`config.mk`:
```
export PLATFORM = sky130hd
export DESIGN_NAME = imem_response_merge
export DESIGN_NICKNAME = d
export VERILOG_FILES = /design/src/hdl/fetch_pkg.sv /design/src/hdl/imem_response_merge.sv
export SDC_FILE = /design/constraint.sdc
export NUM_CORES = 1
export LEC_CHECK = 0
export BUFFER_PORTS_ARGS = -buffer_cell sky130_fd_sc_hd__buf_2
export CAP_MARGIN = 20
export CORE_AREA = 2 2 65 67
export DETAILED_ROUTE_END_ITERATION = 6
export DIE_AREA = 0 0 67 69
export GPL_TIMING_DRIVEN = 0
export MAX_ROUTING_LAYER = met4
export PLACE_DENSITY = 0.71
export SYNTH_ARGS = -nofsm -noshare
export SYNTH_HDL_FRONTEND = slang
export SYNTH_SLANG_ARGS = --single-unit
```
`constraint.sdc`:
```
create_clock -name vclk -period 2
set_input_delay 0.1 -clock vclk [all_inputs]
set_output_delay 0.1 -clock vclk [all_outputs]
set_load 0.01 [all_outputs]
```
`src/hdl/fetch_pkg.sv`:
```
package fetch_pkg;

    // RV32 base widths
    localparam int iwidth   = 32;
    localparam int pc_width = 32;

    // Opcodes the predecoder acts on
    localparam logic [6:0] opcode_jal    = 7'b1101111;
    localparam logic [6:0] opcode_branch = 7'b1100011;

    // One instruction word, seen as J-type or B-type
    typedef union packed {
        struct packed {
            logic       imm20;
            logic [9:0] imm10_1;
            logic       imm11;
            logic [7:0] imm19_12;
            logic [4:0] rd;
            logic [6:0] opcode;
        } j_view;
        struct packed {
            logic       imm12;
            logic [5:0] imm10_5;
            logic [4:0] rs2;
            logic [4:0] rs1;
            logic [2:0] funct3;
            logic [3:0] imm4_1;
            logic       imm11;
            logic [6:0] opcode;
        } b_view;
    } instr_word_u;

endpackage

```
`src/hdl/imem_response_merge.sv`:
```
module imem_response_merge #(
    parameter int num_banks = 4
) (
    input  logic                         f_clk,
    input  logic                         f_rst,
    input  logic [num_banks-1:0]         bank_ack,
    input  logic [fetch_pkg::iwidth-1:0] bank_data [num_banks],
    output logic                         ack,
    output logic [fetch_pkg::iwidth-1:0] instr
);

    assign ack = |bank_ack;

    // AND-OR mux; only the acking bank contributes
    always_comb begin
        instr = '0;
        for (int i = 0; i < num_banks; i++) begin
            if (bank_ack[i]) begin
                instr = instr | bank_data[i];
            end
        end
    end

    ack_onehot: assert property (
        @(posedge f_clk) disable iff (!f_rst)
        $onehot0(bank_ack)
    ) else $error("several banks acked in one cycle: %b", bank_ack);

endmodule

```
==> flow_summary_export.csv <==
group,metric,value,unit
global_route,grt_use_total,16.2,%
worst_setup_path,cp.arrival,990,ps
drt,final_antenna_net_count,0,
die,die_x,67,microns
placement,port_buffers,161,
hold_path,hold_class,"input port to primary output",
yosys,synth_warnings,0,
global_route,grt-ovfl-total,0,
die,rows,23,
global_route,busiest_layer,"met2",
drt,post_drt_wl_per_cell,12.5,microns
placement,hpwl,3.30,mm
yosys,synth_area_leaders,"a22oi_1 (69%), nand2_1 (17%), buf_2 (7.9%)",
sta,finalSetupViolations,0,
hold_path,min_to,"instr[21]",
drt,dr_total_vias,1575,
pwr,p_leak,0.918,nW
yosys,seq_area_frac_synth,0,%
worst_setup_path,crit_type,"input port to primary output",
drt,drtIter0Drc,64,
sta,hold_viol,0,
finish,utilization,39.9,%
sta,tns,0,ps
global_route,met2_usage,31.7,%
sta,drv_slew,0,
sta,whs,487,ps
worst_setup_path,startpoint_type,"input port",
finish,antenna_cells,0,
die,die_y,69,microns
drt,dr.pass1.iters,6,
yosys,netlist_area,693,sq um
pwr,ir_worst_vdd,72.2,uV
sta,slew_headroom,68.6,%
clock_tree,hold_buffers,0,
global_route,use_met1,18.4,%
pwr,finalPower,359,uW
global_route,use_met3,0.653,%
hold_path,holdPathStages,4,
die,initial_core_util,17.7,%
yosys,ys_types,6,
sta,tightest_slew,471,ps
yosys,synthCells,113,
sta,period_needed,1090,ps
sta,setup_slack,910,ps
placement,dp_slack,874,ps
drt,via_per_inst,4.86,
yosys,synth_nets,247,
finish,drive_gt1_share,63.5,%
placement,routabilityCongestion,0.751,
yosys,synth_top_area_share,69.3,%
die,die-area,0.00462,sq mm
global_route,antenna_found_initial,0,
global_route,grt_pass1_vias,1468,
worst_setup_path,cp.required,1900,ps
sta,min_period_over_period,54.5,%
drt,wl,4.05,mm
drt,drc_errors,0,
die,core-area,0.00391,sq mm
finish,clkbuf_count,0,
run_status,status,"finished, final reports clean",
hold_path,min-delay-start,"bank_data[85]",
finish,nFlopsAndLatches,0,
finish,areaGrowthSynthToFinish,125,%
finish,fill_cells,418,
clock_tree,post_cts_buffers,0,
global_route,grt_max_degree,11,
yosys,avgSynthCellArea,6.13,sq um
clock_tree,post_cts_resized,0,
run,maxCapViolations,0,
die,num_io_pins,167,
sta,rsz0062_at_grt,"false",
finish,seq_area,0,sq um
worst_setup_path,worstSetupEndpointType,"primary output",
yosys,synth_largest_area_cell,"a22oi_1",
finish,fin_nets,410,
worst_setup_path,cp_max_fo,10,
sta,timing.fmax,917,MHz
pwr,pwr_density_cell,230,mW/mm^2
global_route,grt_pass1_wl,6.15,mm
[critical path: stages]
cell and delay (ps):
buf_2 140, clkbuf_1 390, a22oi_1 130, nand2_1 100, buf_2 130
[where the power goes]
part	total [mW]	leakage, nW	internal [mW]	switching, mW
Combinational	0.359	0.918	0.192	0.167
Sequential	0	0	0	0
Clock	0	0	0	0
[layout make-up]
cell class / count / area [sq um] / share of cell area [%]
timing repair buffer: 161 / 806 / 51.6
tap: 50 / 62.6 / 4.01
buffer: 16 / 81.3 / 5.21
multi-input combinational: 97 / 612 / 39.2
[logic make-up after synthesis]
kind of cell           synth area share, %
AND/OR/NAND/NOR                       19.0
buffers and inverters                 11.7
AO/OA/AOI/OAI                         69.3
[worst max path at each step]
stage / from / endpoint / slack [ps] / cells after the start
detailed placement: bank_ack[2] / instr[10] / 870 / 5
finish: bank_ack[3] / instr[8] / 910 / 5
global placement: bank_ack[2] / instr[8] / 890 / 5
floorplan: bank_ack[1] / ack / 1160 / 2
global route: bank_ack[2] / instr[1] / 790 / 5
CTS: bank_ack[2] / instr[10] / 870 / 5
[cell usage in the layout (no fill, tap or decap)]
cell type / Yosys / final
a22oi_1: 64 / 64
nand2_1: 32 / 32
clkbuf_1: 4 / 4
buf_2: 11 / 172
buf_6: 1 / 1
or4_4: 1 / 1
[metrics by stage]
step	cells	area (sq um)
after floorplan	113	693
after global placement	324	1560
after detailed placement	324	1560
after CTS	324	1560
after global routing	324	1560
final	324	1560
[cell usage after synthesis, drive strengths merged]
library cell  instances
clkbuf                4
or4                   1
a22oi                64
nand2                32
buf                  12
[layer usage]
layer  wire [microns]  part of all wire [%]  vias up
li1                 -                     -      775
met1             1540                    38      687
met2             2060                    51      113
met3              455                    11        0
met4                0                     0        0
met5                0                     0        -
No activity file was read; power rests on OpenSTA's default activity.
