==> src/hdl/fetch_pkg.sv <==
package fetch_pkg;

    // RV32 base widths
    localparam int iwidth   = 32;
    localparam int pc_width = 32;

    // Opcodes the predecoder acts on
    localparam logic [6:0] opcode_jal    = 7'b1101111;
    localparam logic [6:0] opcode_branch = 7'b1100011;

    // One instruction word, seen as J-type or B-type
    typedef union packed {
        struct packed {
            logic       imm20;
            logic [9:0] imm10_1;
            logic       imm11;
            logic [7:0] imm19_12;
            logic [4:0] rd;
            logic [6:0] opcode;
        } j_view;
        struct packed {
            logic       imm12;
            logic [5:0] imm10_5;
            logic [4:0] rs2;
            logic [4:0] rs1;
            logic [2:0] funct3;
            logic [3:0] imm4_1;
            logic       imm11;
            logic [6:0] opcode;
        } b_view;
    } instr_word_u;

endpackage

==> src/hdl/imem_bank.sv <==
module imem_bank #(
    parameter int bank_depth = 64
) (
    input  logic                          f_clk,
    input  logic                          f_rst,
    input  logic                          rd,
    input  logic                          we,
    input  logic [$clog2(bank_depth)-1:0] index,
    input  logic [fetch_pkg::iwidth-1:0]  wdata,
    output logic                          bank_ack,
    output logic [fetch_pkg::iwidth-1:0]  bank_data
);
    import fetch_pkg::*;

    localparam int idx_bits = $clog2(bank_depth);

    logic [iwidth-1:0]   mem [bank_depth];
    logic                rd_q;
    logic [idx_bits-1:0] index_q;

    always_ff @(posedge f_clk) begin
        if (we) begin
            mem[index] <= wdata;
        end
    end

    // Read strobe pipeline, ack one cycle after the registered read
    always_ff @(posedge f_clk or negedge f_rst) begin
        if (!f_rst) begin
            rd_q     <= 1'b0;
            bank_ack <= 1'b0;
        end
        else begin
            rd_q     <= rd;
            bank_ack <= rd_q;
        end
    end

    always_ff @(posedge f_clk) begin
        if (rd) begin
            index_q <= index;
        end
        if (rd_q) begin
            bank_data <= mem[index_q];
        end
    end

endmodule

==> config.mk <==
export PLATFORM = sky130hd
export DESIGN_NAME = imem_bank
export DESIGN_NICKNAME = d
export VERILOG_FILES = /design/src/hdl/fetch_pkg.sv /design/src/hdl/imem_bank.sv
export SDC_FILE = /design/constraint.sdc
export NUM_CORES = 2
export LEC_CHECK = 0
export BUFFER_PORTS_ARGS = -buffer_cell sky130_fd_sc_hd__buf_4
export CAP_MARGIN = 20
export CORE_MARGIN = 5
export CORE_UTILIZATION = 45
export DETAILED_ROUTE_END_ITERATION = 12
export SLEW_MARGIN = 5
export SYNTH_ARGS = -nofsm -noshare
export SYNTH_HDL_FRONTEND = slang
export SYNTH_SLANG_ARGS = --single-unit
==> constraint.sdc <==
create_clock -name f_clk -period 2.2 [get_ports f_clk]
set_input_delay 0.33 -clock f_clk [delete_from_list [all_inputs] [get_ports f_clk]]
set_output_delay 0.33 -clock f_clk [all_outputs]
set_load 0.01 [all_outputs]
==> flow_metrics.env <==
export IMPL_ir_worst_vdd_mv=0.793
export IMPL_min_delay_start="wdata[6]"
export IMPL_final_nets=3997
export IMPL_path_class="reg2reg"
export IMPL_rr_endpoint="bank_data[8]$_DFFE_PP_"
export IMPL_yosys_register_bits=2088
export IMPL_cellPowerDensity_nw_per_um2=895
export IMPL_grt_first_pass_wirelength_um=300000
export IMPL_dp_slack_ns=-1.26
export IMPL_path_clk_slew_ns=0.06
export IMPL_path_buf_inv=6
export IMPL_leakage_nw=30.6
export IMPL_start_util_pct=45.3
export IMPL_slew_limit_headroom_pct=41.5
export IMPL_required_ns=2.77
export IMPL_ff2ff_setup_slack_ns=-0.52
export IMPL_clock_fmax_mhz=367
export IMPL_wl_um=214000
export IMPL_ys_flop_type="edfxtp_1"
export IMPL_synth_common_cells="edfxtp_1, mux4_2, nor2_1"
export IMPL_grt_max_degree=65
export IMPL_violations="setup timing"
export IMPL_seq_area_frac_synth_pct=79.3
export IMPL_synth_top_area_share_pct=79.2
export IMPL_cts_inserted_buffers=202
export IMPL_fin_hold_ws_ns=0.0504
export IMPL_end_kind="register"
export IMPL_vias=38865
export IMPL_synth_fp_nets=3374
export IMPL_reg2reg_from="index_q[0]$_DFFE_PP_"
export IMPL_min_to="mem[5][6]$_DFFE_PP_"
export IMPL_antenna_found_initial=10
export IMPL_dr_pass1_iters=5
export IMPL_root_buffer="clkbuf_16"
export IMPL_clockBufferDepth=3
export IMPL_worst_pin_slew_ns=0.878
export IMPL_cts_tree="yes"
export IMPL_syn_inst=3332
export IMPL_synth_area_leaders="edfxtp_1, mux4_2, mux2i_1"
export IMPL_cap_violations=0
export IMPL_die_w_um=429
export IMPL_hold_class="in2reg"
export IMPL_cp_top_family="buffers and inverters"
export IMPL_grt_use_total_pct=23.2
export IMPL_drc=0
export IMPL_gp_congestion=0.807
export IMPL_dp_hpwl_um=125000
export IMPL_cts_sinks=2088
export IMPL_antenna_left=0
export IMPL_rows=153
export IMPL_core_area_um2=174000
export IMPL_avgViaCountPerCell=6.02
export IMPL_yosysWarnings=0
export IMPL_crit_arrival_ns=3.29
export IMPL_clock_latency_ns=0.85
export IMPL_die_y_um=429
export IMPL_startpoint_type="register"
export IMPL_synth_async_reset_ratio_pct=0.0958
export IMPL_h_tree_depth=4
export IMPL_min_period_ns=2.72
export IMPL_area_growth_syn_to_layout_pct=21.5
export IMPL_skew_ns=0.0380
export IMPL_grt_pass1_vias=39019
export IMPL_status="complete, but fails checks"
export IMPL_cpPeakStageDelay_ns=0.54
export IMPL_hold_depth=1
export IMPL_cpMaxStageDelayCell="mux4_2"
export IMPL_drt_first_iter_violations=4846
export IMPL_wire_per_inst_um=33.1
export IMPL_rsz0062_at_grt="yes"
export IMPL_finalHoldViolCount=0
export IMPL_final_core_util_pct=55.1
export IMPL_ys_types=34
export IMPL_io_pins=75
export IMPL_drive_gt1_share_pct=38.9
export IMPL_die_area_um2=184000
export IMPL_drv_slew=0
export IMPL_numPortBuffers=74
export IMPL_synth_edf_count=2086
export IMPL_fin_crit_sh_pct=124
export IMPL_crit_chain="buf_12 -> buf_16 -> buf_12 -> buf_16 -> buf_6 -> mux4_2 -> mux2i_4 -> nor2_2 -> o32ai_2 -> buf_4 -> nor3_2"
export IMPL_yosysMostFrequentCell="edfxtp_1"
export IMPL_overflow=0
export IMPL_syn_cell_area_um2=79100
export IMPL_reg2reg_depth=11
export IMPL_yosys_area_top_type="edfxtp_1"
export IMPL_setup_viol=32
export IMPL_postSynthAreaPerCell_um2=23.7
export IMPL_setup_slack_ns=-0.523
export IMPL_critPathMaxFanout=7
cells in the final DEF, fill, tap and decap left out, types with 4 or more instances in the layout:
cell,n
o22ai_4,4
edfxtp_1,2086
bufinv_16,18
nand2_1,26
a41o_1,4
a22oi_1,12
buf_12,156
a21oi_1,34
mux2i_1,84
a21oi_2,15
clkbuf_16,215
clkbuf_1,42
buf_6,29
o221ai_2,7
mux4_2,544
clkinv_8,5
a21oi_4,13
o22ai_2,32
clkinvlp_4,7
nor2_2,19
o22ai_1,48
nor2_1,55
and3_1,4
buf_8,8
diode_2,7
clkinv_2,37
nand2b_1,6
o32ai_2,4
buf_4,370
nor2_4,63
mux2i_2,6
nand3b_1,5
clkinv_1,54
buf_16,20
a311oi_2,6
nor2b_1,13
dlygate4sd3_1,10
o221ai_1,20
metal layers:
layer / up-vias / global-route usage (%) / wire [um]
li1: 15639 / - / -
met1: 21267 / 32.7 / 86900
met2: 1671 / 36.4 / 103000
met3: 288 / 5.00 / 17200
met4: 0 / 7.64 / 7100
met5: - / 0 / 0
flip-flops by register name, summed over array words and instances (netlist names):
name,flops
bank_data,32
bank_ack,1
index_q,6
mem,2048
rd_q,1
cell type report:
cell class / instances / area [um^2]
repair buffers: 601 / 7200
flip-flops and latches: 2088 / 62700
clock buffers: 249 / 5340
clock inverters: 129 / 1190
diodes: 7 / 17.5
fillers: 12787 / 78300
multi-input cells: 1062 / 16700
well taps: 2325 / 2910
what timing repair did:
item	4_1_cts	5_1_grt
setup buffers	49	26
pin swaps	26	37
hold buffers	10	0
endpoints found under the setup margin	34	32
endpoints found under the hold margin	45	0
gates cloned	8	8
gates resized for setup	118	104
cell families (layout without fill, tap and decap cells):
group | count (synthesis) | after routing | synth area share, %
DFF | 2088 | 2088 | 79.3
AOI/OAI and AO/OA | 202 | 202 | 1.66
and+or+nand+nor | 223 | 223 | 1.26
other | 0 | 7 | 0
buffers and inverters | 182 | 979 | 1.12
muxes | 637 | 637 | 16.7
stage by stage:
stage	TNS [ns]	area, um^2	power [mW]	std cells
2_1_floorplan	-362.04	79400	48.3	3332
3_3_place_gp	-21.62	87300	51.8	5984
3_5_place_dp	-21.51	87300	51.9	5984
4_1_cts	-14.59	95200	86.2	6425
5_1_grt	-16.71	96100	88.6	6456
6_report	-14.81	96100	85.9	6461
power breakdown:
part           switching, mW  internal, mW
sequential             0.264          44.2
combinational           4.01          3.34
clock                   14.8          19.4
total                   19.0          66.9
worst max-delay path by stage:
stage                         startpoint                 endpoint  slack [ns]  cells after the start
floorplan                       index[2]     mem[16][0]$_DFFE_PP_       -0.50                      4
global placement    index_q[0]$_DFFE_PP_  bank_data[12]$_DFFE_PP_       -1.29                      8
detailed placement  index_q[0]$_DFFE_PP_  bank_data[12]$_DFFE_PP_       -1.26                      8
CTS                 index_q[0]$_DFFE_PP_   bank_data[2]$_DFFE_PP_       -0.53                     11
global route        index_q[0]$_DFFE_PP_  bank_data[21]$_DFFE_PP_       -0.59                      9
finish              index_q[0]$_DFFE_PP_   bank_data[8]$_DFFE_PP_       -0.52                     11
Note: power is estimated with default switching activity, not from simulation.
