[config.mk]
export PLATFORM = sky130hd
export DESIGN_NAME = imem_bank_router
export DESIGN_NICKNAME = d
export VERILOG_FILES = /design/src/hdl/fetch_pkg.sv /design/src/hdl/imem_bank_router.sv
export SDC_FILE = /design/constraint.sdc
export NUM_CORES = 1
export LEC_CHECK = 0
export ABC_AREA = 1
export BUFFER_PORTS_ARGS = -buffer_cell sky130_fd_sc_hd__buf_2
export CORE_MARGIN = 10
export CORE_UTILIZATION = 18
export CTS_CLUSTER_DIAMETER = 60
export DETAILED_ROUTE_END_ITERATION = 16
export GPL_ROUTABILITY_DRIVEN = 1
export GPL_TIMING_DRIVEN = 0
export PLACE_DENSITY = 0.93
export RECOVER_POWER = 50
export SYNTH_ARGS = -nofsm -noshare
export SYNTH_HDL_FRONTEND = slang
export SYNTH_SLANG_ARGS = --single-unit
[constraint.sdc]
create_clock -name f_clk -period 0.8 [get_ports f_clk]
set_input_delay 0.04 -clock f_clk [delete_from_list [all_inputs] [get_ports f_clk]]
set_output_delay 0.04 -clock f_clk [all_outputs]
set_load 0.02 [all_outputs]
[src/hdl/fetch_pkg.sv]
package fetch_pkg;

    // RV32 base widths
    localparam int iwidth   = 32;
    localparam int pc_width = 32;

    // Opcodes the predecoder acts on
    localparam logic [6:0] opcode_jal    = 7'b1101111;
    localparam logic [6:0] opcode_branch = 7'b1100011;

    // One instruction word, seen as J-type or B-type
    typedef union packed {
        struct packed {
            logic       imm20;
            logic [9:0] imm10_1;
            logic       imm11;
            logic [7:0] imm19_12;
            logic [4:0] rd;
            logic [6:0] opcode;
        } j_view;
        struct packed {
            logic       imm12;
            logic [5:0] imm10_5;
            logic [4:0] rs2;
            logic [4:0] rs1;
            logic [2:0] funct3;
            logic [3:0] imm4_1;
            logic       imm11;
            logic [6:0] opcode;
        } b_view;
    } instr_word_u;

endpackage

[src/hdl/imem_bank_router.sv]
module imem_bank_router #(
    parameter int num_banks  = 4,
    parameter int bank_depth = 64
) (
    input  logic                                f_clk,
    input  logic                                f_rst,
    input  logic                                req,
    input  logic [fetch_pkg::pc_width-1:0]      req_addr,
    input  logic                                ack,
    input  logic                                load_we,
    input  logic [fetch_pkg::pc_width-1:0]      load_addr,
    input  logic [fetch_pkg::iwidth-1:0]        load_data,
    output logic [num_banks-1:0]                bank_rd,
    output logic [num_banks-1:0]                bank_we,
    output logic [$clog2(bank_depth)-1:0]       bank_index,
    output logic [fetch_pkg::iwidth-1:0]        bank_wdata
);
    localparam int sel_bits = $clog2(num_banks);
    localparam int idx_bits = $clog2(bank_depth);

    logic                issued;
    logic                issue;
    logic [sel_bits-1:0] rd_sel;
    logic [sel_bits-1:0] wr_sel;

    // Word index low bits pick the bank
    assign rd_sel = req_addr[2 +: sel_bits];
    assign wr_sel = load_addr[2 +: sel_bits];

    // First cycle of a request only; a preload write holds it off
    assign issue = req && !issued && !load_we;

    always_ff @(posedge f_clk or negedge f_rst) begin
        if (!f_rst) begin
            issued <= 1'b0;
        end
        else if (ack) begin
            issued <= 1'b0;
        end
        else if (issue) begin
            issued <= 1'b1;
        end
    end

    always_comb begin
        for (int i = 0; i < num_banks; i++) begin
            bank_rd[i] = issue && (rd_sel == sel_bits'(i));
            bank_we[i] = load_we && (wr_sel == sel_bits'(i));
        end
    end

    // Shared index bus, writes first
    assign bank_index = load_we ? load_addr[2 + sel_bits +: idx_bits]
                                : req_addr[2 + sel_bits +: idx_bits];
    assign bank_wdata = load_data;

    rd_onehot: assert property (
        @(posedge f_clk) disable iff (!f_rst)
        $onehot0(bank_rd)
    ) else $error("more than one bank read at once: %b", bank_rd);

endmodule

==> metrics.cfg, run 1 <==
[status]
outcome=finished with violations
violations=negative setup slack

[cells_and_area]
area_growth_pct=94.5
reg_top3=issued x1
stdcell_count=170
top_register=issued
diodes=0
largest_register_ffs=1
nets=243
regArea_um2=25.0
multi_input_area_um2=189
drive_above_1_share_pct=63.6
final_area_um2=878
fillCellCount=286

[synthesis]
ys_seq_area_share_pct=5.54
avgSynthCellArea_um2=6.19
ys_types=12
syn_area_um2=452
ys_ff_latch=1
synth_cells=73
syn_nets=174
yosys_warnings=0

[critical_path]
required_ns=0.76
worstPathArrival_ns=0.76
cp-start-kind=flip-flop
cp_max_fo=4
path_class=flip-flop to output pin
crit_path_end_kind=output pin

[sta]
finalHoldViolCount=0
timing.setup.tns_ns=-0.00415
slew_headroom_pct=80.9
rsz0062_at_grt=true
clock_skew_ns=0
fin_ws_ns=-0.00415
tightest_slew_ns=0.288
maxClockFrequency_mhz=1240
setup_viol=1
fin_crit_ns=0.804
report.final.slew_viol_count=0
fin_crit_sh_pct=101

[route]
viasPerCell=3.76
totalWireLength_um=2170
drcViolationCount=0
first_pass_iters=2
wl_per_cell_um=12.7
dr.first_iter.drc_count=1
vias=640
ant_nets=0

[cts]
post_cts_buffers=0
insertion_delay_ns=0
clk_pin_slew_ns=0

[global_route]
busiest_layer=met2
met3_usage_pct=3.95
grt_max_degree=11
use_met1_pct=6.21
grt_overflow=0
met2_usage_pct=14.9
grt.total_usage_pct=7.25
antenna_found_initial=0
grt_pass1_vias=684
grt_pass1_wl_um=3190

[die]
start_util_pct=18.6
die-height_um=70.1
ios=147
num_rows=18
die_area_mm2=0.00491
core_area_mm2=0.00243
die_x_um=70.1

[placed_design]
post_dp_cell_area_um2=820
port_buffers=66
placedCellCount=169
globalplace.congestion=0.611
dp_hpwl_um=2020

[flow_run]
maxCapViolCount=0

[power_and_ir_drop]
powerDensity_mw_per_mm2=690
finalPower_mw=0.606
cellLeakagePower_nw=0.513
vdd.ir_drop.worst_mv=0.371

[hold_path]
min_path_type=input port to flip-flop

[critical path, cell delays in order (launching register included)]
cell,delay (ns)
dfrtp_1,0.35
inv_2,0.07
nand3_4,0.09
nor2_1,0.10
buf_4,0.15
[placed cells by master, fill, tap and decap left out]
| cell | count |
|---|---|
| nor3_2 | 2 |
| clkbuf_1 | 20 |
| inv_2 | 2 |
| dlygate4sd3_1 | 1 |
| nand3_4 | 1 |
| buf_2 | 37 |
| inv_1 | 4 |
| nor2_2 | 2 |
| buf_4 | 37 |
| dfrtp_1 | 1 |
| a21oi_1 | 1 |
| nor3_4 | 2 |
| nand2_1 | 23 |
| buf_6 | 5 |
| nor2_1 | 1 |
| nor2_4 | 1 |
[where the power goes]
part | switching, mW | internal [mW] | leakage, nW
clock | 0 | 0 | 0
combinational | 0.304 | 0.246 | 0.500
sequential | 0.00131 | 0.0548 | 0.0131
total | 0.305 | 0.301 | 0.513
[metrics by stage]
step	util (%)	setup WS [ns]	hold slack, ns
final	36.1	-0.00415	0.190
after global routing	36.1	-0.0472	0.210
after CTS	35.4	0.000775	0.193
after detailed placement	33.7	-0.106	-0.184
after global placement	33.7	-0.0810	-0.185
after floorplan	-	-0.0567	-0.256
[layer usage]
layer  part of all wire [%]  vias to the layer above
met5                      0                        -
met4                      0                        0
met3                     14                        0
met2                     57                       48
met1                     30                      271
li1                       -                      321
[area by class of cell]
cell class / count / area share [%]
plain buffers: 33 / 28.6
repair buffers: 67 / 40.2
multi-input cells: 33 / 21.5
inverters: 6 / 2.56
flip-flops and latches: 1 / 2.85
well taps: 30 / 4.27
[cell families after synthesis]
logic type,Yosys count,synth area share (%)
DFF,1,5.54
and+or+nand+nor,32,32.7
buffers and inverters,39,60.7
AOI/OAI and AO/OA,1,1.11
[cells in the mapped netlist (all sizes together)]
cell / count / area [um2]
a21oi: 1 / 5.00
buf: 33 / 251
dfrtp: 1 / 25.0
inv: 6 / 22.5
nand2: 23 / 86.3
nand3: 1 / 5.00
nor2: 4 / 15.0
nor3: 4 / 41.3
[what timing repair did]
item | 4_1_cts | 5_1_grt
hold buffers | 1 | 0
setup endpoints to repair | 4 | 12
pin swaps | 2 | 1
hold endpoints to repair | 1 | 0
resized for setup | 11 | 12
[final timing paths]
kind,endpoint,depth (start not counted),slack [ns],startpoint
worst max-delay path,bank_rd[2],4,-0.004,issued
worst min-delay path,issued,2,0.19,ack
worst max register to register,issued,2,0.20,issued
worst min register to register,issued,2,0.53,issued
max in group asynchronous,issued,2,0.37,f_rst
min in group asynchronous,issued,2,0.34,f_rst
Note: power is estimated with default switching activity, not from simulation.
==> run 2, diff against run 1 <==
--- a/config.mk
+++ b/config.mk
@@ -7,13 +7,14 @@
 export LEC_CHECK = 0
 export ABC_AREA = 1
 export BUFFER_PORTS_ARGS = -buffer_cell sky130_fd_sc_hd__buf_2
-export CORE_MARGIN = 10
-export CORE_UTILIZATION = 18
+export CORE_AREA = 2 2 57 59
+export CTS_BUF_LIST = sky130_fd_sc_hd__clkbuf_8 sky130_fd_sc_hd__clkbuf_16
 export CTS_CLUSTER_DIAMETER = 60
 export DETAILED_ROUTE_END_ITERATION = 16
+export DIE_AREA = 0 0 59 61
 export GPL_ROUTABILITY_DRIVEN = 1
 export GPL_TIMING_DRIVEN = 0
-export PLACE_DENSITY = 0.93
+export PLACE_DENSITY = 0.82
 export RECOVER_POWER = 50
 export SYNTH_ARGS = -nofsm -noshare
 export SYNTH_HDL_FRONTEND = slang
==> metrics.cfg, run 2 (synthesis results as in run 1) <==
[status]
outcome=finished, final reports clean

[die]
die_x_um=59  ; -16%
start_util_pct=15.3  ; -3.3 points
die_area_mm2=0.00360  ; -27%
ios=147  ; unchanged
num_rows=20  ; +2
die-height_um=61  ; -13%
core_area_mm2=0.00295  ; +21%

[cells_and_area]
final_cell_mix=buf_2, buf_4, nand2_1
reg_top3=issued x1
top_register=issued
largest_register_ffs=1  ; unchanged
drive_above_1_share_pct=63.1  ; -0.45 points
diodes=0  ; unchanged
layout_commonest_cell=buf_2
nets=244  ; +0.41%
fillCellCount=343  ; +20%
area_growth_pct=92.2

[critical_path]
required_ns=0.76  ; about the same
critPathMaxStageDelay_ns=0.35  ; about the same
r2r_slack_ns=0.10  ; -0.10 ns
cp_slowest_cell=dfrtp_1
startpoint=issued
r2r_start=issued
worst_path_dominant_cell_family=flip-flops
r2r_cells=3  ; +1
worstPathArrival_ns=0.76  ; about the same
crit_chain=inv_2 > nand3_4 > nor2_4 > buf_6
critPathBufInv=2  ; unchanged
cp-start-kind=flip-flop
crit_path_end_kind=output pin
path_class=flip-flop to output pin
cp_max_fo=4  ; unchanged
timing.rr.end=issued

[placed_design]
dp_hpwl_um=1270  ; -37%
port_buffers=66  ; unchanged
globalplace.congestion=0.629  ; +3.0%

[power_and_ir_drop]
seq_power_share_pct=9.5  ; +0.2 points
swShare_pct=49.2  ; -1.1 points
combPwrFrac_pct=90.5  ; -0.2 points
cellLeakagePower_nw=0.516  ; +0.57%
vdd.ir_drop.worst_mv=0.277  ; -25%
intPower_mw=0.301  ; -0.18%
finalPower_mw=0.592  ; -2.4%
powerDensity_mw_per_mm2=682  ; -1.2%
pwr-share-clk_pct=0  ; unchanged
switchingPower_mw=0.291  ; -4.5%

[route]
viasPerCell=3.79  ; +0.60%
first_pass_iters=2  ; unchanged
wl_per_cell_um=8.16  ; -36%
vias=659  ; +3.0%
dr.first_iter.drc_count=4  ; +3
totalWireLength_um=1420  ; -34%
drcViolationCount=0  ; unchanged
ant_nets=0  ; unchanged

[sta]
slew_headroom_pct=83.4  ; +2.5 points
tightest_slew_ns=0.251  ; -0.0375 ns
maxClockFrequency_mhz=1250  ; +0.64%
finalHoldViolCount=0  ; unchanged
clock_skew_ns=0  ; unchanged
report.final.slew_viol_count=0  ; unchanged
timing.setup.tns_ns=0  ; +0.00415 ns
setup_viol=0  ; -1
rsz0062_at_grt=true
fin_crit_sh_pct=99.9  ; -0.64 points
fin_crit_ns=0.799  ; -0.00509 ns

[flow_run]
maxCapViolCount=0  ; unchanged

[hold_path]
worstHoldStart=ack
min_path_type=input port to flip-flop
hold_end=issued
min_path_cells=2  ; unchanged

[global_route]
grt_pass1_wl_um=1640  ; -48%
antenna_found_initial=0  ; unchanged
grt_overflow=0  ; unchanged
grt.total_usage_pct=5.87  ; -1.4 points
grt_pass1_vias=453  ; -34%
grt_max_degree=11  ; unchanged

[cts]
insertion_delay_ns=0  ; unchanged
clk_pin_slew_ns=0  ; unchanged

==> run 2: metrics by stage <==
stage	utilization [%]	hold WS, ns	instances	area [um2]	setup slack (ns)
2_1_floorplan	-	-0.256	73	452	-0.0567
3_3_place_gp	27.9	-0.184	172	823	-0.0686
3_5_place_dp	27.9	-0.182	172	823	-0.108
4_1_cts	29.1	0.200	173	858	-0.00818
5_1_grt	29.4	0.209	174	868	-0.0583
6_report	29.4	0.193	174	868	0.000946
==> run 2: metal layers <==
metal  vias to the layer above  GRT usage, %  part of all wire, %
met3                         0          1.07                   19
met2                        69          14.3                   53
met4                         0             0                    0
met5                         -             0                    0
li1                        326             -                    -
met1                       264          4.82                   28
==> run 2: worst max path at each step <==
stage / cells past startpoint / slack (ns) / to
floorplan: 3 / -0.06 / bank_rd[0]
global placement: 4 / -0.07 / bank_rd[1]
detailed placement: 4 / -0.11 / bank_rd[2]
CTS: 4 / -0.008 / bank_rd[2]
global route: 4 / -0.06 / bank_rd[3]
finish: 4 / 0.0009 / bank_rd[2]
==> run 2: cell type report <==
class	instances	area, um2	share of cell area, %
well taps	33	41.3	4.76
plain buffers	33	251	29.0
inverters	6	22.5	2.59
flip-flops and latches	1	25.0	2.88
repair buffers	68	353	40.6
multi-input cells	33	175	20.2
==> run 2: power groups by stage <==
stage / sequential, mW / clock (mW) / combinational (mW)
floorplan: 0.0554 / 0 / 0.350
global placement: 0.0554 / 0 / 0.517
detailed placement: 0.0561 / 0 / 0.523
CTS: 0.0567 / 0 / 0.540
global route: 0.0569 / 0 / 0.575
finish: 0.0564 / 0 / 0.536
==> run 2: timing repair <==
item	CTS	global route
gates resized for setup	8	8
endpoints found under the hold margin	1	0
buffers inserted	0	1
hold buffers	1	0
gates cloned	0	0
pin swaps	2	0
setup endpoints to repair	6	8
