===== config.mk =====
export PLATFORM = sky130hd
export DESIGN_NAME = jump_predecode
export DESIGN_NICKNAME = d
export VERILOG_FILES = /design/src/hdl/fetch_pkg.sv /design/src/hdl/jump_predecode.sv
export SDC_FILE = /design/constraint.sdc
export NUM_CORES = 1
export LEC_CHECK = 0
export ABC_AREA = 1
export BUFFER_PORTS_ARGS = -buffer_cell sky130_fd_sc_hd__buf_4
export CORE_UTILIZATION = 50
export DETAILED_ROUTE_END_ITERATION = 16
export GPL_TIMING_DRIVEN = 1
export PLACE_DENSITY = 0.78
export SLEW_MARGIN = 20
export SYNTH_ARGS = -nofsm -noshare
export SYNTH_HDL_FRONTEND = slang
export SYNTH_SLANG_ARGS = --single-unit

===== constraint.sdc =====
create_clock -name vclk -period 3.3
set_input_delay 0.33 -clock vclk [all_inputs]
set_output_delay 0.33 -clock vclk [all_outputs]
set_load 0.02 [all_outputs]

===== src/hdl/fetch_pkg.sv =====
package fetch_pkg;

    // RV32 base widths
    localparam int iwidth   = 32;
    localparam int pc_width = 32;

    // Opcodes the predecoder acts on
    localparam logic [6:0] opcode_jal    = 7'b1101111;
    localparam logic [6:0] opcode_branch = 7'b1100011;

    // One instruction word, seen as J-type or B-type
    typedef union packed {
        struct packed {
            logic       imm20;
            logic [9:0] imm10_1;
            logic       imm11;
            logic [7:0] imm19_12;
            logic [4:0] rd;
            logic [6:0] opcode;
        } j_view;
        struct packed {
            logic       imm12;
            logic [5:0] imm10_5;
            logic [4:0] rs2;
            logic [4:0] rs1;
            logic [2:0] funct3;
            logic [3:0] imm4_1;
            logic       imm11;
            logic [6:0] opcode;
        } b_view;
    } instr_word_u;

endpackage


===== src/hdl/jump_predecode.sv =====
module jump_predecode (
    input  logic                           out_valid,
    input  logic [fetch_pkg::iwidth-1:0]   out_instr,
    input  logic [fetch_pkg::pc_width-1:0] out_addr,
    output logic                           pd_redirect,
    output logic [fetch_pkg::pc_width-1:0] pd_target
);
    import fetch_pkg::*;

    instr_word_u         word;
    logic [pc_width-1:0] j_imm;
    logic [pc_width-1:0] b_imm;
    logic                is_jal;
    logic                is_back_branch;

    assign word = out_instr;

    // J immediate, bit 0 implied zero
    assign j_imm = {{(pc_width - 21){word.j_view.imm20}},
                    word.j_view.imm20,
                    word.j_view.imm19_12,
                    word.j_view.imm11,
                    word.j_view.imm10_1,
                    1'b0};

    // B immediate
    assign b_imm = {{(pc_width - 13){word.b_view.imm12}},
                    word.b_view.imm12,
                    word.b_view.imm11,
                    word.b_view.imm10_5,
                    word.b_view.imm4_1,
                    1'b0};

    assign is_jal = word.j_view.opcode == opcode_jal;

    // Static prediction, taken only when the offset is negative
    assign is_back_branch = (word.b_view.opcode == opcode_branch) && word.b_view.imm12;

    assign pd_redirect = out_valid && (is_jal || is_back_branch);
    assign pd_target   = out_addr + (is_jal ? j_imm : b_imm);

endmodule


==> impl_metrics.yaml, run 1 <==
status:
  outcome: "finished, final reports clean"
setup_path:
  crit_fanout: 8
  cp-end-kind: "output pin"
  critPathLaunchType: "input pin"
  crit_start: "out_instr[0]"
  crit_required_ps: 2970
  critPathKind: "input pin to output pin"
  cp-endpoint: "pd_target[17]"
  arrival_ps: 2740
grt:
  grt_max_degree: 16
  grt_pass1_wl_um: 12700
  overflow: 0
  first_global_vias: 3026
  grt.total_usage_pct: 29.1
  antenna_found_initial: 0
routing:
  firstDrtPassIters: 4
  vias_per_cell: 4.84
  routedWlPerCell_um: 11.2
  drtIter0Drc: 153
  drtAntennaViolNets: 0
  drc_errors: 0
  detailroute.via_count: 3318
  drt_wl_total_um: 7700
synth:
  synth_fp_nets: 623
  yosysMostFrequentCell: "nand2_1"
  synth_top_cells_by_area: "nand2_1 31%, inv_1 17%, ha_1 16%"
  seq_area_frac_synth_pct: 0
  synth_area_sq_um: 2590
  yosysTopAreaCellShare_pct: 31.5
  ys_warn_count: 0
  syn_area_per_cell_sq_um: 4.94
  yosysTopAreaCell: "nand2_1"
  ys_types: 25
  synthCells: 524
  synth_common_cells: "217 x nand2_1, 115 x inv_1, 38 x nor2_1"
power_and_ir_drop:
  p_per_area_nw_per_um2: 211
  power_leakage_nw: 2.29
  power.total_w: 0.000717
  peakVddDrop_mv: 0.142
die:
  row_count: 25
  ios: 98
  die-height_um: 73.9
  dieWidth_um: 73.9
  core-area_sq_um: 4850
  dieArea_sq_um: 5470
  initial_core_util_pct: 53.4
layout:
  numSequentialCells: 0
  nets: 720
  drive_gt1_share_pct: 22.1
  seq_area_sq_um: 0
  diodes: 0
  area_delta_synth_final_pct: 31.0
  clkbuf_count: 0
  utilization_pct: 69.9
flow_run:
  cap_violations: 0
timing:
  fmax_mhz: 325
  slew-limit-headroom_pct: 78.4
  worst_pin_slew_ps: 324
  drv_slew: 0
  hold_violations: 0
  finalSetupTns_ps: 0
  fin_crit_sh_pct: 93.1
  period_needed_ps: 3070
  setup_violations: 0
  holdWs_ps: 660
  grt_setup_unrepaired: "false"
placed_design:
  port_buffers: 96
  place.gp.congestion: 0.915
  hpwlAfterDp_um: 6960
min_path:
  hold_path.class: "input pin to output pin"
clock_tree:
  hold_buffers: 0
[worst max-delay path: stages]
cell and delay, ps:
buf_4 70, inv_1 50, nor3_2 210, nand2_2 140, inv_2 120, nand2_1 50
nand2_1 50, ha_1 260, inv_1 80, fa_1 410, inv_1 120, nand3_1 80
nand3_1 140, nand2_1 90, a21oi_1 180, nor2_1 60, nand2_1 60, nand2_1 80
buf_4 160
[final cells by class]
type               instances  area [sq um]
multi-input cells        402          2120
fillers                  506          1460
repair buffers            98           736
inverters                119           447
well taps                 67          83.8
[cell usage in the layout (no fill, tap or decap)]
cell type	instances
nand2_1	217
inv_1	115
buf_4	98
nor2_1	38
ha_1	33
nand3_1	22
a21oi_1	20
nand2_2	17
xor2_1	13
o21ai_0	10
nand3_2	7
nand4_1	5
nor3_2	4
inv_2	4
nor2_2	4
o21bai_1	3
xnor2_1	2
or2_4	1
a21o_1	1
a21oi_2	1
o21bai_2	1
nor3_1	1
nor4_1	1
fa_1	1
[kinds of logic (layout without fill, tap and decap cells)]
logic type | after synthesis | in the layout | synth area share [%]
AND/OR/NAND/NOR | 317 | 317 | 52.5
buffers and inverters | 122 | 217 | 18.0
XOR/XNOR | 15 | 15 | 5.08
adder cells (fa/ha/maj) | 34 | 34 | 16.7
AO/OA/AOI/OAI | 36 | 36 | 7.74
[report_power, final]
group	leakage, nW	internal, W	switching, W
registers	0	0	0
logic	2.29	0.000290	0.000427
clock network	0	0	0
[how the worst min path moves through the flow]
| stage | from | to | slack [ps] | cells after the start |
|---|---|---|---|---|
| after floorplan | out_addr[0] | pd_target[0] | 770 | 1 |
| after global placement | out_addr[0] | pd_target[0] | 660 | 0 |
| final | out_addr[0] | pd_target[0] | 660 | 0 |
| after global routing | out_addr[0] | pd_target[0] | 660 | 0 |
| after detailed placement | out_addr[0] | pd_target[0] | 660 | 0 |
| after CTS | out_addr[0] | pd_target[0] | 660 | 0 |
[stage by stage]
stage	cells	setup WS [ps]	cell area, sq um
after floorplan	524	628	2590
after global placement	684	249	3370
after detailed placement	684	198	3370
after CTS	684	192	3370
after global routing	686	36.9	3390
final	686	227	3390
[repair_timing]
item,in CTS,in global routing
setup endpoints to repair,0,9
buffers inserted,0,2
resized for setup,0,1
[layer usage]
metal	up-vias	GRT usage, %	routed length, um	share of wire, %
met5	-	0	0	0
met4	0	2.35	55	0.71
met3	6	0.678	421	5.5
met2	100	51.6	3440	45
met1	1439	40.7	3780	49
li1	1773	-	-	-
Note: power is estimated with default switching activity, not from simulation.
==> inputs of run 2 (changes only) <==
Settings changed: CORE_UTILIZATION 50 to 40, PLACE_DENSITY 0.78 to 0.64.
==> run 2 against run 1 <==
  * Maximum frequency is 1.7% higher
  * Final area increased by 0.41%
  * Count of clock-buffer cells in the layout unchanged
  * Final cell count up 0.87%
  * Die area is 24% higher
  * Sequential share of layout area did not move
  * Via count fell by 2.3%
  * Worst setup slack gained 51 ps
  * Critical path type unchanged
  * Critical endpoint unchanged
==> impl_metrics.yaml, run 2 (synthesis gave the netlist of run 1 again) <==
status:
  outcome: "finished, final reports clean"
timing:
  worst_pin_slew_ps: 277
  fin_crit_sh_pct: 91.6
  setup_violations: 0
  finalSetupTns_ps: 0
  drv_slew: 0
  grt_setup_unrepaired: "false"
  slew-limit-headroom_pct: 81.3
  hold_violations: 0
  period_needed_ps: 3020
  fmax_mhz: 331
routing:
  detailroute.via_count: 3242
  routedWlPerCell_um: 11.1
  vias_per_cell: 4.68
  drt_wl_total_um: 7710
  firstDrtPassIters: 4
  drtIter0Drc: 120
  drc_errors: 0
  drtAntennaViolNets: 0
setup_path:
  crit_fanout: 15
  cp-end-kind: "output pin"
  cpPeakStageDelay_ps: 410
  crit_chain: "buf_4 > inv_1 > nor3_4 > nand2_4 > inv_2 > nand2_1 > nand2_1 > ha_2 > inv_1 > fa_1 > inv_1 > nand3_1 > nand3_2 > nand2_1 > a21oi_1 > nor2_1 > nand2_1 > nand2_1 > buf_4"
  crit_required_ps: 2970
  critPathTopFamily: "simple AND/OR/NAND/NOR gates"
  arrival_ps: 2690
  crit_buf_inv: 6
  crit_path_frequent_cell: "nand2_1"
  worst_path_max_delay_cell: "fa_1"
  critPathLaunchType: "input pin"
  critPathKind: "input pin to output pin"
grt:
  overflow: 0
  first_global_vias: 2865
  grt_max_degree: 16
  grt.total_usage_pct: 23.3
  grt_pass1_wl_um: 12500
  antenna_found_initial: 0
layout:
  clkbuf_count: 0
  fillers: 675
  multi_input_area_sq_um: 2140
  area_delta_synth_final_pct: 31.6
  seq_area_sq_um: 0
  drive_gt1_share_pct: 22.2
  final_common_cell: "nand2_1"
  final_cell_mix: "217 x nand2_1, 115 x inv_1, 96 x buf_4"
  numSequentialCells: 0
  utilization_pct: 55.8
  nets: 718
  diodes: 0
die:
  row_count: 28
  ios: 98
  dieWidth_um: 82.4
  die-height_um: 82.4
  dieArea_sq_um: 6790
  core-area_sq_um: 6100
  initial_core_util_pct: 42.4
power_and_ir_drop:
  p_per_area_nw_per_um2: 211
  p_int_w: 0.000291
  peakVddDrop_mv: 0.110
  pwr-share-clk_pct: 0
  power_leakage_nw: 2.30
  power_frac_seq_pct: 0
  power_switching_w: 0.000426
  combPwrFrac_pct: 100.0
  switching_share_pct: 59.4
min_path:
  hold_path.class: "input pin to output pin"
placed_design:
  place.gp.congestion: 0.847
  port_buffers: 96
  hpwlAfterDp_um: 6990
clock_tree:
  post-cts-setup-buffers: 0
  hold_buffers: 0
flow_run:
  cap_violations: 0
==> run 2: final cells by class <==
class	count	area share, %
inverter	119	13.1
multi-input combinational	402	63.0
tap	75	2.76
timing repair buffer	96	21.2
==> run 2: repair_timing <==
item | in CTS | in global routing
endpoints found under the setup margin | 0 | 14
gates resized for setup | 0 | 5
endpoints found under the hold margin | 0 | 0
==> run 2: power by group through the flow <==
| stage | combinational (W) | clock, W | sequential, W |
|---|---|---|---|
| floorplan | 0.000449 | 0 | 0 |
| global placement | 0.000707 | 0 | 0 |
| detailed placement | 0.000712 | 0 | 0 |
| CTS | 0.000715 | 0 | 0 |
| global route | 0.000795 | 0 | 0 |
| finish | 0.000717 | 0 | 0 |
==> run 2: final timing paths <==
check	to	slack, ps	startpoint	depth (start not counted)
worst max-delay path	pd_target[17]	280	out_instr[0]	19
worst min-delay path	pd_target[0]	660	out_addr[0]	0
==> run 2: metal layers <==
metal  wire length, um  vias to the layer above  GRT usage [%]  share of wire [%]
met3               355                        0          0.879                4.6
met2              3360                       70           38.5                 44
met5                 0                        -              0                  0
li1                  -                     1761              -                  -
met1              3990                     1411           34.9                 52
met4                 0                        0              0                  0
==> run 2: stage by stage <==
step	hold slack (ps)	power, W	std cells	setup WS (ps)	area [sq um]
finish	660	0.000717	692	277	3400
global route	660	0.000795	692	15.7	3400
CTS	660	0.000715	692	156	3380
detailed placement	660	0.000712	692	170	3380
global placement	660	0.000707	692	204	3380
floorplan	773	0.000449	524	628	2590
==> inputs of run 3 (changes only) <==
Settings changed: PLACE_DENSITY 0.64 to 0.7.
==> run 3 against run 2 <==
  * Non-clock buffer count unchanged
  * Power is 0.49% lower
  * Wire length is 3.0% lower
  * Global-route usage shrank 0.86 points
  * Hold slack is essentially flat
  * Worst setup slack improved by 14 ps
  * Critical path depth increased by 1
  * Sequential cell count unchanged
  * Count of clock-buffer cells in the layout stayed put
  * Sequential share of layout area did not move
  * Die area unchanged
  * Largest cell class unchanged
  * Largest power group unchanged
==> impl_metrics.yaml, run 3 (synthesis gave the netlist of run 1 again) <==
layout:
  multi_input_area_sq_um: 2140
  area_delta_synth_final_pct: 31.6
  final_cell_mix: "217 x nand2_1, 115 x inv_1, 96 x buf_4"
  diodes: 0
  numSequentialCells: 0
  drive_gt1_share_pct: 22.2
  final_common_cell: "nand2_1"
  nets: 718
  fillers: 699
  utilization_pct: 55.8
  clkbuf_count: 0
  seq_area_sq_um: 0
routing:
  detailroute.via_count: 3184
  drtIter0Drc: 129
  firstDrtPassIters: 4
  drt_wl_total_um: 7480
  routed.top_layer: "met4"
  wl_met2_um: 3310
  drtAntennaViolNets: 0
  routedWlPerCell_um: 10.8
  vias_per_cell: 4.60
  wirelength_met1_um: 3790
  route.met3.wl_um: 358
  drc_errors: 0
die:
  row_count: 28
  dieArea_sq_um: 6790
  ios: 98
  dieWidth_um: 82.4
  core-area_sq_um: 6100
  die-height_um: 82.4
  initial_core_util_pct: 42.4
timing:
  drv_slew: 0
  setup_violations: 0
  finalSetupTns_ps: 0
  worst_pin_slew_ps: 290
  layout_setup_ws_ps: 292
  fin_crit_sh_pct: 91.2
  fmax_mhz: 332
  slew-limit-headroom_pct: 80.5
  hold_violations: 0
  period_needed_ps: 3010
  grt_setup_unrepaired: "false"
grt:
  overflow: 0
  antenna_found_initial: 0
  grt_pass1_wl_um: 12100
  grt.total_usage_pct: 22.4
  grt_max_degree: 16
  first_global_vias: 2853
setup_path:
  cp-endpoint: "pd_target[25]"
  crit_fanout: 15
  critPathLaunchType: "input pin"
  cp-end-kind: "output pin"
  critPathKind: "input pin to output pin"
  crit_start: "out_instr[0]"
  arrival_ps: 2680
  crit_required_ps: 2970
power_and_ir_drop:
  p_per_area_nw_per_um2: 210
  power_leakage_nw: 2.30
  peakVddDrop_mv: 0.112
status:
  outcome: "finished, final reports clean"
min_path:
  hold_path.class: "input pin to output pin"
  hold_path_depth: 0
placed_design:
  port_buffers: 96
  dp_slack_ps: 159
  place.gp.congestion: 0.913
  hpwlAfterDp_um: 6780
flow_run:
  cap_violations: 0
clock_tree:
  post-cts-setup-buffers: 0
[run 3: metrics by stage]
stage	hold slack [ps]	instance area, sq um	std cells	power, W
3_5_place_dp	660	3380	692	0.000709
6_report	660	3400	692	0.000713
4_1_cts	660	3380	692	0.000712
5_1_grt	660	3400	692	0.000792
3_3_place_gp	660	3380	692	0.000704
2_1_floorplan	773	2590	524	0.000449
[run 3: what timing repair did]
action | CTS | global route
hold buffers | 0 | 0
gates resized for setup | 0 | 5
setup endpoints to repair | 0 | 13
[run 3: layout make-up]
class,count,share of cell area (%)
tap,75,2.76
timing repair buffer,96,21.2
multi-input combinational,402,63.0
inverter,119,13.1
[run 3: worst min path at each step]
stage           startpoint      endpoint  slack, ps
2_1_floorplan  out_addr[0]  pd_target[0]        770
3_3_place_gp   out_addr[0]  pd_target[0]        660
3_5_place_dp   out_addr[0]  pd_target[0]        660
4_1_cts        out_addr[0]  pd_target[0]        660
5_1_grt        out_addr[0]  pd_target[0]        660
6_report       out_addr[0]  pd_target[0]        660
[run 3: critical path, cell delays in order]
cell and delay, ps:
buf_4 70, inv_1 60, nor3_4 220, nand2_4 130, inv_2 110, nand2_1 60, nand2_1 60, ha_2 220
inv_1 70, fa_1 400, inv_1 110, nand3_1 90, nand3_2 110, nand2_1 70, nand2_1 110, nand2_1 90
nand3_1 90, nand2_1 50, nand2_1 80, buf_4 140
[run 3: metal layers]
metal  vias up  GRT usage, %
met5         -             0
met3         2         0.879
met2        76          38.3
met4         0         0.877
li1       1759             -
met1      1347          32.3
[run 3: power breakdown]
| group | internal, W | switching [W] |
|---|---|---|
| sequential | 0 | 0 |
| clock | 0 | 0 |
| combinational | 0.000291 | 0.000423 |
| total | 0.000291 | 0.000423 |
